### config.mk
export PLATFORM = sky130hd
export DESIGN_NAME = icache_ctrl_unit
export DESIGN_NICKNAME = d
export VERILOG_FILES = /design/src/source/icache_ctrl_pkg.sv /design/src/source/icache_reg_access_if.sv /design/src/source/icache_ctrl_fsm.sv /design/src/source/icache_ctrl_regs.sv /design/src/source/icache_ctrl_unit.sv /design/src/source/icache_maint_tracker.sv
export VERILOG_INCLUDE_DIRS = /design/src /design/src/include
export SDC_FILE = /design/constraint.sdc
export NUM_CORES = 1
export LEC_CHECK = 0
export BUFFER_PORTS_ARGS = -buffer_cell sky130_fd_sc_hd__clkbuf_2
export CAP_MARGIN = 20
export CORE_ASPECT_RATIO = 0.75
export CORE_MARGIN = 10
export CORE_UTILIZATION = 35
export CTS_BUF_LIST = sky130_fd_sc_hd__clkbuf_8
export DETAILED_ROUTE_END_ITERATION = 7
export GPL_TIMING_DRIVEN = 0
export PLACE_DENSITY = 0.69
export RECOVER_POWER = 25
export SYNTH_ARGS = -nofsm -noshare
export SYNTH_HDL_FRONTEND = slang
export SYNTH_SLANG_ARGS = --single-unit
export TNS_END_PERCENT = 100
### constraint.sdc
create_clock -name clk_i -period 3.2 [get_ports clk_i]
set_input_delay 0.64 -clock clk_i [delete_from_list [all_inputs] [get_ports clk_i]]
set_output_delay 0.64 -clock clk_i [all_outputs]
set_load 0.05 [all_outputs]
### src/include/icache_ctrl_macros.svh
/* Sizes and register map of the instruction-cache control unit.
   Offsets are byte offsets on an 8-bit register address. */
`ifndef ICACHE_CTRL_MACROS_SVH
`define ICACHE_CTRL_MACROS_SVH

// Sizes
`define ICACHE_NB_CORES         4
`define ICACHE_NB_BANKS         2
`define ICACHE_ID_WIDTH         5

// Register map
`define ICACHE_REG_ENABLE       8'h00   // Enable or disable all caches
`define ICACHE_REG_FLUSH        8'h04   // Flush L1 and L2
`define ICACHE_REG_FLUSH_L1     8'h08   // Flush L1 only
`define ICACHE_REG_SEL_FLUSH    8'h0C   // Selective flush address
`define ICACHE_REG_SPECIAL_CFG  8'h18
`define ICACHE_REG_PREFETCH     8'h1C   // L1 to L1.5 prefetch mask

// Read value for offsets that map to nothing
`define ICACHE_UNMAPPED_DATA    32'hDEAD_CA5E

`endif

### src/source/icache_ctrl_pkg.sv
/* Types shared by the instruction-cache control unit.
   Mask widths follow the core and bank counts of the macros header. */
`default_nettype none

`include "icache_ctrl_macros.svh"

package icache_ctrl_pkg;

    typedef logic [31:0]                    reg_word_t;    // Data word or address
    typedef logic [7:0]                     reg_offset_t;
    typedef logic [`ICACHE_ID_WIDTH-1:0]    req_id_t;
    typedef logic [`ICACHE_NB_CORES-1:0]    core_mask_t;   // One bit per L1 cache
    typedef logic [`ICACHE_NB_BANKS-1:0]    bank_mask_t;   // One bit per L2 bank

    typedef enum logic [1:0] {
        IDLE,
        WAIT_MAINT      // Waiting on the cache acknowledges
    } ctrl_state_e;

    typedef enum logic [2:0] {
        OP_ENABLE,
        OP_DISABLE,
        OP_FLUSH,       // L1 and L2
        OP_FLUSH_L1,    // No L2 bank takes part
        OP_SEL_FLUSH
    } maint_op_e;

endpackage

`default_nettype wire

### src/source/icache_reg_access_if.sv
/* Register access path from the control FSM to the register bank.
   wr_en, rd_en and clear_flush are one-cycle strobes. */
`default_nettype none

interface icache_reg_access_if
    import icache_ctrl_pkg::*;
();

    logic        wr_en;         // Write in the accept cycle
    logic        rd_en;         // Read in the accept cycle
    reg_offset_t offset;
    reg_word_t   wdata;
    reg_word_t   rdata;         // Registered read data
    logic        clear_flush;   // End of a flush

    // Control side
    modport fsm (
        output wr_en,
        output rd_en,
        output offset,
        output wdata,
        output clear_flush
    );

    // Storage side
    modport regs (
        input  wr_en,
        input  rd_en,
        input  offset,
        input  wdata,
        input  clear_flush,
        output rdata
    );

endinterface

`default_nettype wire

### src/source/icache_ctrl_fsm.sv
/* Control FSM of the peripheral slave port. One access is in flight at most.
   A flush write with data bit zero has nothing to flush and answers at once. */
`default_nettype none

`include "icache_ctrl_macros.svh"

module icache_ctrl_fsm
    import icache_ctrl_pkg::*;
(
    input  logic                    clk_i,
    input  logic                    rst_ni,

    input  logic                    req_i,
    input  logic                    wen_i,      // 1 means read
    input  reg_offset_t             addr_i,
    input  reg_word_t               wdata_i,
    input  req_id_t                 id_i,
    output logic                    gnt_o,
    output logic                    r_valid_o,
    output req_id_t                 r_id_o,

    icache_reg_access_if.fsm        regs_o,

    output logic                    start_o,
    output maint_op_e               op_o,
    input  logic                    done_i
);

    ctrl_state_e state_q, state_d;

    logic accept;
    logic is_read;
    logic is_write;
    logic maint_req;    // Write needs the cache handshake
    logic r_valid_d;
    logic is_flush_q;   // Running operation is a flush

    assign gnt_o    = (state_q == IDLE);
    assign accept   = req_i & gnt_o;
    assign is_read  = accept & wen_i;
    assign is_write = accept & ~wen_i;

    // Register bank strobes
    assign regs_o.rd_en       = is_read;
    assign regs_o.wr_en       = is_write;
    assign regs_o.offset      = addr_i;
    assign regs_o.wdata       = wdata_i;
    assign regs_o.clear_flush = (state_q == WAIT_MAINT) & done_i & is_flush_q;

    // Maintenance decode
    always_comb begin
        maint_req = 1'b0;
        op_o      = OP_ENABLE;
        case (addr_i)
            `ICACHE_REG_ENABLE: begin
                maint_req = 1'b1;
                op_o      = wdata_i[0] ? OP_ENABLE : OP_DISABLE;
            end
            `ICACHE_REG_FLUSH: begin
                maint_req = wdata_i[0];     // Zero data flushes nothing
                op_o      = OP_FLUSH;
            end
            `ICACHE_REG_FLUSH_L1: begin
                maint_req = wdata_i[0];
                op_o      = OP_FLUSH_L1;
            end
            `ICACHE_REG_SEL_FLUSH: begin
                maint_req = 1'b1;
                op_o      = OP_SEL_FLUSH;
            end
            default: begin
                maint_req = 1'b0;
            end
        endcase
    end

    assign start_o = is_write & maint_req;

    always_comb begin
        state_d   = state_q;
        r_valid_d = 1'b0;
        case (state_q)
            IDLE: begin
                if (start_o) begin
                    state_d = WAIT_MAINT;
                end else if (accept) begin
                    r_valid_d = 1'b1;   // Reads and plain writes
                end
            end
            WAIT_MAINT: begin
                if (done_i) begin
                    state_d   = IDLE;
                    r_valid_d = 1'b1;
                end
            end
            default: begin
                state_d = IDLE;
            end
        endcase
    end

    always_ff @(posedge clk_i or negedge rst_ni) begin
        if (!rst_ni) begin
            state_q    <= IDLE;
            r_valid_o  <= 1'b0;
            is_flush_q <= 1'b0;
        end else begin
            state_q   <= state_d;
            r_valid_o <= r_valid_d;
            if (start_o) begin
                is_flush_q <= (op_o == OP_FLUSH) || (op_o == OP_FLUSH_L1);
            end
        end
    end

    // Response ID follows the accepted request
    always_ff @(posedge clk_i) begin
        if (accept) begin
            r_id_o <= id_i;
        end
    end

endmodule

`default_nettype wire

### src/source/icache_ctrl_regs.sv
/* Control registers and read mux. Enable and flush registers hold one bit
   per core and per bank. Caches come out of reset disabled (bypassed). */
`default_nettype none

`include "icache_ctrl_macros.svh"

module icache_ctrl_regs
    import icache_ctrl_pkg::*;
(
    input  logic                    clk_i,
    input  logic                    rst_ni,

    icache_reg_access_if.regs       regs_i,

    output core_mask_t              l1_bypass_req_o,
    output bank_mask_t              l2_enable_req_o,
    output bank_mask_t              l2_disable_req_o,
    output reg_word_t               sel_flush_addr_o,
    output logic                    special_cfg_o,
    output core_mask_t              prefetch_en_o
);

    core_mask_t enable_core_q;
    bank_mask_t enable_bank_q;
    core_mask_t flush_core_q;
    bank_mask_t flush_bank_q;
    reg_word_t  sel_addr_q;
    logic       special_q;
    core_mask_t prefetch_q;
    reg_word_t  rd_val;

    logic wbit;

    assign wbit = regs_i.wdata[0];

    always_ff @(posedge clk_i or negedge rst_ni) begin
        if (!rst_ni) begin
            enable_core_q <= '0;
            enable_bank_q <= '0;
            flush_core_q  <= '0;
            flush_bank_q  <= '0;
            sel_addr_q    <= '0;
            special_q     <= 1'b0;
            prefetch_q    <= '0;
        end else if (regs_i.wr_en) begin
            case (regs_i.offset)
                `ICACHE_REG_ENABLE: begin
                    enable_core_q <= {`ICACHE_NB_CORES{wbit}};
                    enable_bank_q <= {`ICACHE_NB_BANKS{wbit}};
                end
                `ICACHE_REG_FLUSH: begin
                    flush_core_q <= {`ICACHE_NB_CORES{wbit}};
                    flush_bank_q <= {`ICACHE_NB_BANKS{wbit}};
                end
                `ICACHE_REG_FLUSH_L1: begin
                    flush_core_q <= {`ICACHE_NB_CORES{wbit}};
                    flush_bank_q <= '0;     // L2 untouched
                end
                `ICACHE_REG_SEL_FLUSH:   sel_addr_q <= regs_i.wdata;
                `ICACHE_REG_SPECIAL_CFG: special_q  <= wbit;
                `ICACHE_REG_PREFETCH:    prefetch_q <= regs_i.wdata[`ICACHE_NB_CORES-1:0];
                default: begin
                    special_q <= special_q;     // Unmapped, no effect
                end
            endcase
        end else if (regs_i.clear_flush) begin
            flush_core_q <= '0;
            flush_bank_q <= '0;
        end
    end

    // Readback, banks above cores
    always_comb begin
        case (regs_i.offset)
            `ICACHE_REG_ENABLE:      rd_val = reg_word_t'({enable_bank_q, enable_core_q});
            `ICACHE_REG_FLUSH:       rd_val = reg_word_t'({flush_bank_q, flush_core_q});
            `ICACHE_REG_SEL_FLUSH:   rd_val = sel_addr_q;
            `ICACHE_REG_SPECIAL_CFG: rd_val = reg_word_t'(special_q);
            `ICACHE_REG_PREFETCH:    rd_val = reg_word_t'(prefetch_q);
            default:                 rd_val = `ICACHE_UNMAPPED_DATA;
        endcase
    end

    always_ff @(posedge clk_i) begin
        if (regs_i.rd_en) begin
            regs_i.rdata <= rd_val;
        end else if (regs_i.wr_en) begin
            regs_i.rdata <= '0;     // Write response carries no data
        end
    end

    // Cache side levels
    assign l1_bypass_req_o  = ~enable_core_q;
    assign l2_enable_req_o  =  enable_bank_q;
    assign l2_disable_req_o = ~enable_bank_q;
    assign sel_flush_addr_o = sel_addr_q;
    assign special_cfg_o    = special_q;
    assign prefetch_en_o    = prefetch_q;

endmodule

`default_nettype wire

### src/source/icache_ctrl_unit.sv
/* Top level of the instruction-cache control unit.
   Read data comes straight from the register bank. */
`default_nettype none

module icache_ctrl_unit
    import icache_ctrl_pkg::*;
(
    input  logic                    clk_i,
    input  logic                    rst_ni,

    // Peripheral slave port
    input  logic                    req_i,
    input  logic                    wen_i,
    input  reg_offset_t             addr_i,
    input  reg_word_t               wdata_i,
    input  req_id_t                 id_i,
    output logic                    gnt_o,
    output logic                    r_valid_o,
    output req_id_t                 r_id_o,
    output reg_word_t               r_rdata_o,

    // Cache side
    output core_mask_t              l1_bypass_req_o,
    input  core_mask_t              l1_bypass_ack_i,
    output bank_mask_t              l2_enable_req_o,
    input  bank_mask_t              l2_enable_ack_i,
    output bank_mask_t              l2_disable_req_o,
    input  bank_mask_t              l2_disable_ack_i,
    output core_mask_t              l1_flush_req_o,
    input  core_mask_t              l1_flush_ack_i,
    output bank_mask_t              l2_flush_req_o,
    input  bank_mask_t              l2_flush_ack_i,
    output core_mask_t              l1_sel_flush_req_o,
    input  core_mask_t              l1_sel_flush_ack_i,
    output bank_mask_t              l2_sel_flush_req_o,
    input  bank_mask_t              l2_sel_flush_ack_i,
    output reg_word_t               sel_flush_addr_o,
    output logic                    special_cfg_o,
    output core_mask_t              prefetch_en_o
);

    icache_reg_access_if regs_if ();

    logic      maint_start;
    maint_op_e maint_op;
    logic      maint_done;

    assign r_rdata_o = regs_if.rdata;

    icache_ctrl_fsm fsm_i (
        .clk_i     (clk_i),
        .rst_ni    (rst_ni),
        .req_i     (req_i),
        .wen_i     (wen_i),
        .addr_i    (addr_i),
        .wdata_i   (wdata_i),
        .id_i      (id_i),
        .gnt_o     (gnt_o),
        .r_valid_o (r_valid_o),
        .r_id_o    (r_id_o),
        .regs_o    (regs_if.fsm),
        .start_o   (maint_start),
        .op_o      (maint_op),
        .done_i    (maint_done)
    );

    icache_ctrl_regs regs_i (
        .clk_i            (clk_i),
        .rst_ni           (rst_ni),
        .regs_i           (regs_if.regs),
        .l1_bypass_req_o  (l1_bypass_req_o),
        .l2_enable_req_o  (l2_enable_req_o),
        .l2_disable_req_o (l2_disable_req_o),
        .sel_flush_addr_o (sel_flush_addr_o),
        .special_cfg_o    (special_cfg_o),
        .prefetch_en_o    (prefetch_en_o)
    );

    icache_maint_tracker tracker_i (
        .clk_i              (clk_i),
        .rst_ni             (rst_ni),
        .start_i            (maint_start),
        .op_i               (maint_op),
        .l1_bypass_ack_i    (l1_bypass_ack_i),
        .l2_enable_ack_i    (l2_enable_ack_i),
        .l2_disable_ack_i   (l2_disable_ack_i),
        .l1_flush_ack_i     (l1_flush_ack_i),
        .l2_flush_ack_i     (l2_flush_ack_i),
        .l1_sel_flush_ack_i (l1_sel_flush_ack_i),
        .l2_sel_flush_ack_i (l2_sel_flush_ack_i),
        .l1_flush_req_o     (l1_flush_req_o),
        .l1_sel_flush_req_o (l1_sel_flush_req_o),
        .l2_flush_req_o     (l2_flush_req_o),
        .l2_sel_flush_req_o (l2_sel_flush_req_o),
        .done_o             (maint_done)
    );

endmodule

`default_nettype wire

### src/source/icache_maint_tracker.sv
/* Tracks outstanding acknowledges of one maintenance operation.
   start_i must only come while no operation is running. */
`default_nettype none

module icache_maint_tracker
    import icache_ctrl_pkg::*;
(
    input  logic                    clk_i,
    input  logic                    rst_ni,

    input  logic                    start_i,
    input  maint_op_e               op_i,

    input  core_mask_t              l1_bypass_ack_i,
    input  bank_mask_t              l2_enable_ack_i,
    input  bank_mask_t              l2_disable_ack_i,
    input  core_mask_t              l1_flush_ack_i,
    input  bank_mask_t              l2_flush_ack_i,
    input  core_mask_t              l1_sel_flush_ack_i,
    input  bank_mask_t              l2_sel_flush_ack_i,

    output core_mask_t              l1_flush_req_o,
    output core_mask_t              l1_sel_flush_req_o,
    output bank_mask_t              l2_flush_req_o,
    output bank_mask_t              l2_sel_flush_req_o,
    output logic                    done_o
);

    maint_op_e  op_q;
    logic       busy_q;
    core_mask_t core_pend_q;
    bank_mask_t bank_pend_q;

    core_mask_t core_hit;       // Cores answering as expected this cycle
    bank_mask_t bank_hit;
    core_mask_t core_left;
    bank_mask_t bank_left;
    logic       is_flush;
    logic       is_sel;

    always_comb begin
        core_hit = '0;
        bank_hit = '0;
        case (op_q)
            OP_ENABLE: begin
                core_hit = ~l1_bypass_ack_i;    // Bypass released
                bank_hit =  l2_enable_ack_i;
            end
            OP_DISABLE: begin
                core_hit = l1_bypass_ack_i;
                bank_hit = l2_disable_ack_i;
            end
            OP_FLUSH, OP_FLUSH_L1: begin
                core_hit = l1_flush_ack_i;
                bank_hit = l2_flush_ack_i;
            end
            OP_SEL_FLUSH: begin
                core_hit = l1_sel_flush_ack_i;
                bank_hit = l2_sel_flush_ack_i;
            end
            default: begin
                core_hit = '0;
            end
        endcase
    end

    assign core_left = core_pend_q & ~core_hit;
    assign bank_left = bank_pend_q & ~bank_hit;
    assign done_o    = busy_q && (core_left == '0) && (bank_left == '0);

    always_ff @(posedge clk_i or negedge rst_ni) begin
        if (!rst_ni) begin
            op_q        <= OP_ENABLE;
            busy_q      <= 1'b0;
            core_pend_q <= '0;
            bank_pend_q <= '0;
        end else if (start_i) begin
            op_q        <= op_i;
            busy_q      <= 1'b1;
            core_pend_q <= '1;
            bank_pend_q <= (op_i == OP_FLUSH_L1) ? '0 : '1;  // L1-only spares the banks
        end else begin
            core_pend_q <= core_left;
            bank_pend_q <= bank_left;
            if (done_o) begin
                busy_q <= 1'b0;
            end
        end
    end

    // Requests stay up until their own acknowledge
    assign is_flush = (op_q == OP_FLUSH) || (op_q == OP_FLUSH_L1);
    assign is_sel   = (op_q == OP_SEL_FLUSH);

    assign l1_flush_req_o     = is_flush ? core_pend_q : '0;
    assign l2_flush_req_o     = is_flush ? bank_pend_q : '0;
    assign l1_sel_flush_req_o = is_sel   ? core_pend_q : '0;
    assign l2_sel_flush_req_o = is_sel   ? bank_pend_q : '0;

endmodule

`default_nettype wire

## After elaboration in Yosys (flattened, before gate mapping)

Index checks and enable logic that the tools add are counted.

| word-level totals | value |
|---|---|
| register bits after elaboration | 96 |
| bits of input ports | 69 |
| output and inout port bits | 96 |
| logic and storage cells | 98 |

| cells by class | value |
|---|---|
| equal/unequal tests | 16 |
| multiplexer cells | 30 |
| bitwise gates (word level) | 14 |
| reductions and logical operators | 22 |

Operators with widths:

| kind | count |
|---|---|
| $pmux W32 S5 | 1 |
| $mux W32 | 2 |
| $mux W4 | 6 |
| $eq A8 B4 Y1 const B | 2 |
| $eq A8 B5 Y1 const B | 2 |
| $mux W2 | 8 |
| $pmux W4 S4 | 1 |
| $reduce_and A2 Y1 | 7 |
| $eq A3 B2 Y1 const B | 4 |
| $not A4 Y4 | 3 |
| $pmux W3 S4 | 1 |
| $eq A8 B3 Y1 const B | 1 |
| $logic_not A8 Y1 | 1 |
| $pmux W2 S2 | 2 |
| $pmux W2 S4 | 1 |
| $and A1 B1 Y1 | 6 |
| $mux W1 | 6 |
| $reduce_bool A2 Y1 | 3 |
| $reduce_or A2 Y1 | 3 |
| $and A4 B4 Y4 | 1 |
| $logic_not A2 Y1 | 2 |
| $logic_not A4 Y1 | 1 |
| $ne A2 B2 Y1 const B | 2 |
| $not A2 Y2 | 2 |
| other kinds (11) | 14 |

## Logic depth before layout (Yosys ltp)

| depth | value |
|---|---|
| depth after elaboration | 12 |
| depth in mapped cells | 8 |
| mapped depth without buffers | 6 |

## Modules after synthesis

From an unflattened synthesis, not the netlist that was laid out.

| unflattened totals | value |
|---|---|
| cell total of the unflattened synthesis | 389 |
| area, all modules | 4749.6 um^2 |

By module, submodules not included:

| module | instances | cells each | area each (um^2) | seq. area each (um^2) |
|---|---|---|---|---|
| icache_ctrl_regs | 1 | 229 | 3273.1 | 1961.9 |
| icache_maint_tracker | 1 | 89 | 787.0 | 250.2 |
| icache_ctrl_fsm | 1 | 71 | 689.4 | 225.2 |

## Worst setup path after synthesis

No wires, ideal clock.

| path | value |
|---|---|
| path type | in2reg |
| start point | input port req_i |
| end point | register regs_i.regs_i.rdata[10] (data pin) |
| setup time | 0.134 ns |
| arrival | 2.481 ns |
| data required time | 3.066 ns |
| path slack | 0.585 ns |
| cell stages on the path | 5 |
| buffers on the path | 0 |
| path through | nand2b_1 > inv_1 > nand2_1 > nor4_1 > and2_1 |

| between the ends | value |
|---|---|
| longest elaborated chain between the ends | 3 |

RTL lines:

| what | RTL line | text |
|---|---|---|
| start, declared | icache_ctrl_unit.sv:12 | `input logic req_i,` |
| $and A1 B1 Y1 | icache_ctrl_fsm.sv:39 | `assign accept = req_i & gnt_o;` |
| named net fsm_i.accept | icache_ctrl_fsm.sv:31 | `logic accept;` |
| $and A1 B1 Y1 | icache_ctrl_fsm.sv:40 | `assign is_read = accept & wen_i;` |
| $mux W32 | icache_ctrl_regs.sv:85 | `if (regs_i.rd_en) begin` |
| end signal, assigned | icache_ctrl_regs.sv:86 | `regs_i.rdata <= rd_val;` |
| end, declared | icache_reg_access_if.sv:32 | `output rdata` |

The timed path passes the listed nets, and every way through them passes these cells.
A chain may end at the register's enable or synchronous reset.

## Final worst setup path

| path | value |
|---|---|
| start point | register fsm_i.state_q[0] |
| end point | register regs_i.regs_i.rdata[24] (data pin) |

| between the ends | value |
|---|---|
| longest elaborated chain between the ends | 4 |

RTL lines:

| what | RTL line | text |
|---|---|---|
| start, declared | icache_ctrl_fsm.sv:29 | `ctrl_state_e state_q, state_d;` |
| start signal, assigned | icache_ctrl_fsm.sv:108 | `state_q <= state_d;` |
| $logic_not A2 Y1 | icache_ctrl_fsm.sv:38 | `assign gnt_o = (state_q == IDLE);` |
| $and A1 B1 Y1 | icache_ctrl_fsm.sv:39 |  |
| named net fsm_i.accept | icache_ctrl_fsm.sv:31 |  |
| $and A1 B1 Y1 | icache_ctrl_fsm.sv:40 |  |
| $mux W32 | icache_ctrl_regs.sv:85 |  |

The timed path passes the listed nets, and every way through them passes these cells.

==> results.md <==
* Top-area cell type share of the netlist area at 0.328
* Hold slack at about 0.45 ns
* Per-cell routed wire length at between 15 and 20 um
* Slowest cell delay on critical path at between 0.7 and 0.8 ns
* Starting Density at 0.364
* Power Dens Cells at about 400 nW/um^2
* Max-slew violations at 0
* Final setup fails at 0
* Final non-filler cell total at 660
* Placed cell area at ~5000 um^2
* Maximum clock insertion buffer count at 2
* Clock Latency Late Sink at around 0.36 ns
* R2R depth at 5
* Core area at between 10000 and 15000 um^2
* Cell count along the critical path at 5
* Yosys warning count at 0
* Port bufs at approximately 160
* Post-synth ARST share at 0.589
* R2R setup slack at 0.61 ns
* Largest net degree at the start of global routing at 40
* Syn_nets at roughly 410
* Area contributors post-synth: dfrtp_1 33%, edfxtp_1 27%, mux2_2 11%
* Comb power frac at 0.045
* CP bufs+invs at 1
* CTS resizes at 0
* Crit path from: fsm_i.state_q[0]
* Post-DP HPWL at approximately 9400 um
* Number of global-route vias before repair at 3392
* First-pass GRT wire length at ~18000 um
* Worst setup path endpoint: regs_i.regs_i.rdata[24]
* Clock Tree Root: clkbuf_8
* Die Width at approximately 140 um
* Number of synthesized flops with an enable pin at 37
* NetSw at between 0.4 and 0.5 mW
* Hold Crit Depth at 1
* Final Wtd Congestion at slightly above 0.8
* Setup bufs post-CTS at 0
* Post-synthesis area per instance at roughly 12 um^2
* DIE HEIGHT at ~110 um
* Final hold violation count at 0
* Worst hold path type: in2reg
* Status: finished, final reports clean
* Htree depth at 3
* Commonest non-fill, non-tap cell in the layout: clkbuf_2
* Rel. slew slack at 0.142
* Initial antenna violation count at 0
* Total number of vias at 3233
* Critical path arrival at ~2.8 ns
* Setup CP Type: reg2reg
* Final wirelength at about 12000 um
* Layout cells sized above 1 at 0.435
* Int Pwr at approximately 1.6 mW
* Reg2reg end: regs_i.regs_i.rdata[24]
* Max_cap viols at 0
* Cell variety after synth at between 40 and 50
* Achievable Freq at 386 MHz
* Cell area after synthesis at between 4000 and 5000 um^2
* Clk_skew at 0.00999 ns
* Overflow after GRT at 0
* Die area at around 16000 um^2
* Clock network fraction of total power at 0.388
* Diode count at 0
* RSZ-0062 raised after global routing: no
* Synthesized instance count at about 340
* Slowest CP cell: nor4_2
* Sink Count at 90
* Crit path required time at 3.43 ns
* Hold Buf Count CTS at 0
* Sequential-to-total area share from yosys stat at 0.602
* Startpoint types: register
* Leak at approximately 2.6 nW
* Synthesis-to-finish area growth at 30.2%
* Period utilisation layout at 0.809
* # nets final at 584
* DRC Markers at 0
* Sw frac at 0.232
* Site row count at 33
* Most frequent cells in the layout: 151 x clkbuf_2, 53 x dfrtp_1, 42 x nand2_1
* Total CTS buffers at 9
* Initial DRT Pass Iterations at 5
* Fillers at ~1000
* Seq pwr share at 0.567
* CTS tree: done
* Worst Setup End Kind: register
* R2R Path Start: fsm_i.state_q[0]
* Ordered list of cells on the worst path: nand2b_1, inv_2, nand2_1, nor4_2, and2_1
* Cell taking the most area after synthesis: dfrtp_1
* Worst slew pin tran at ~1.3 ns
* Total track usage at 0.143
* Post-route cell area at 5270 um^2
* Count of boundary I/O pins at around 170
* CP max FO at 39
* DRT iter0 DRCs at between 300 and 400
* DRT antenna net count at 0
* Vias per cell at slightly below 5
* Reg clk slew, reported paths at 0.09 ns
* Minimum clock period at roughly 2.6 ns
* Worst ir drop on vdd at about 230 uV
* #FFs+latches synth at 90
* Ys flop type: dfrtp_1
* Inst Count DP at roughly 640
* CP delay by family, top: simple AND/OR/NAND/NOR gates
==> power groups by stage <==
stage	registers [mW]	clock network, mW	logic (mW)
5_1_grt	1.20	0.887	0.108
3_5_place_dp	1.22	0	0.0969
6_report	1.20	0.818	0.0958
3_3_place_gp	1.22	0	0.0903
2_1_floorplan	1.22	0	0.0258
4_1_cts	1.20	0.844	0.0972
==> state kept, by name, summed over array words and instances, names as in the netlist, 2 cells and up <==
| register | cells |
|---|---|
| regs_i.sel_flush_addr_o | 32 |
| regs_i.regs_i.rdata | 32 |
| fsm_i.r_id_o | 5 |
| tracker_i.op_q | 3 |
| tracker_i.core_pend_q | 4 |
| regs_i.prefetch_en_o | 4 |
| tracker_i.bank_pend_q | 2 |
==> layer usage <==
layer / wire, um / up-vias / global-route usage
li1: - / 1548 / -
met1: 4990 / 1569 / 0.175
met2: 5880 / 107 / 0.232
met3: 887 / 9 / 0.0518
met4: 145 / 0 / 0.0410
met5: 0 / - / 0
==> synth_stat cells, types with 4 or more instances <==
library cell / instances
a21oi_1: 28
a22oi_1: 5
and2_1: 25
buf_4: 7
clkbuf_1: 8
dfrtp_1: 53
edfxtp_1: 37
inv_1: 9
mux2_2: 38
nand2_1: 42
nand2b_1: 4
nand3_1: 8
nor2_1: 17
nor3_1: 4
o21ai_0: 7
xnor2_1: 4
==> stage by stage <==
stage / util / setup TNS, ns / setup slack, ns / total power [mW]
after floorplan: - / 0 / 0.585 / 1.25
after global placement: 0.454 / -6.12 / -0.620 / 1.31
after detailed placement: 0.456 / 0 / 0.123 / 1.32
after CTS: 0.475 / 0 / 0.502 / 2.14
after global routing: 0.474 / 0 / 0.307 / 2.19
final: 0.474 / 0 / 0.612 / 2.11
==> final cells by class <==
| type | count | area [um^2] | area share |
|---|---|---|---|
| Multi-Input combinational cell | 217 | 1430 | 0.271 |
| Inverter | 9 | 33.8 | 0.00641 |
| Sequential cell | 90 | 2440 | 0.462 |
| Clock buffer | 9 | 124 | 0.0235 |
| Clock inverter | 7 | 92.6 | 0.0176 |
| Timing Repair Buffer | 165 | 826 | 0.157 |
| Tap cell | 140 | 175 | 0.0332 |
| Buffer | 23 | 151 | 0.0287 |
==> cell families (layout without fill, tap and decap cells) <==
kind of cell,count (synthesis),count (layout),share of synthesized area
multiplexers,39,39,0.108
AO/OA/AOI/OAI,63,63,0.0980
buffers and inverters,32,213,0.0458
flip-flops,90,90,0.602
AND/OR/NAND/NOR,110,110,0.135
XOR/XNOR,5,5,0.0108
==> how the worst min path moves through the flow <==
stage	to	start	slack, ns
floorplan	fsm_i.is_flush_q	rst_ni	0.34
global placement	tracker_i.busy_q	tracker_i.busy_q	0.49
detailed placement	fsm_i.is_flush_q	fsm_i.is_flush_q	0.50
CTS	regs_i.sel_flush_addr_o[29]	rst_ni	0.26
global route	fsm_i.r_id_o[2]	id_i[2]	0.43
finish	fsm_i.r_id_o[3]	id_i[3]	0.45
Note: power is estimated with default switching activity, not from simulation.
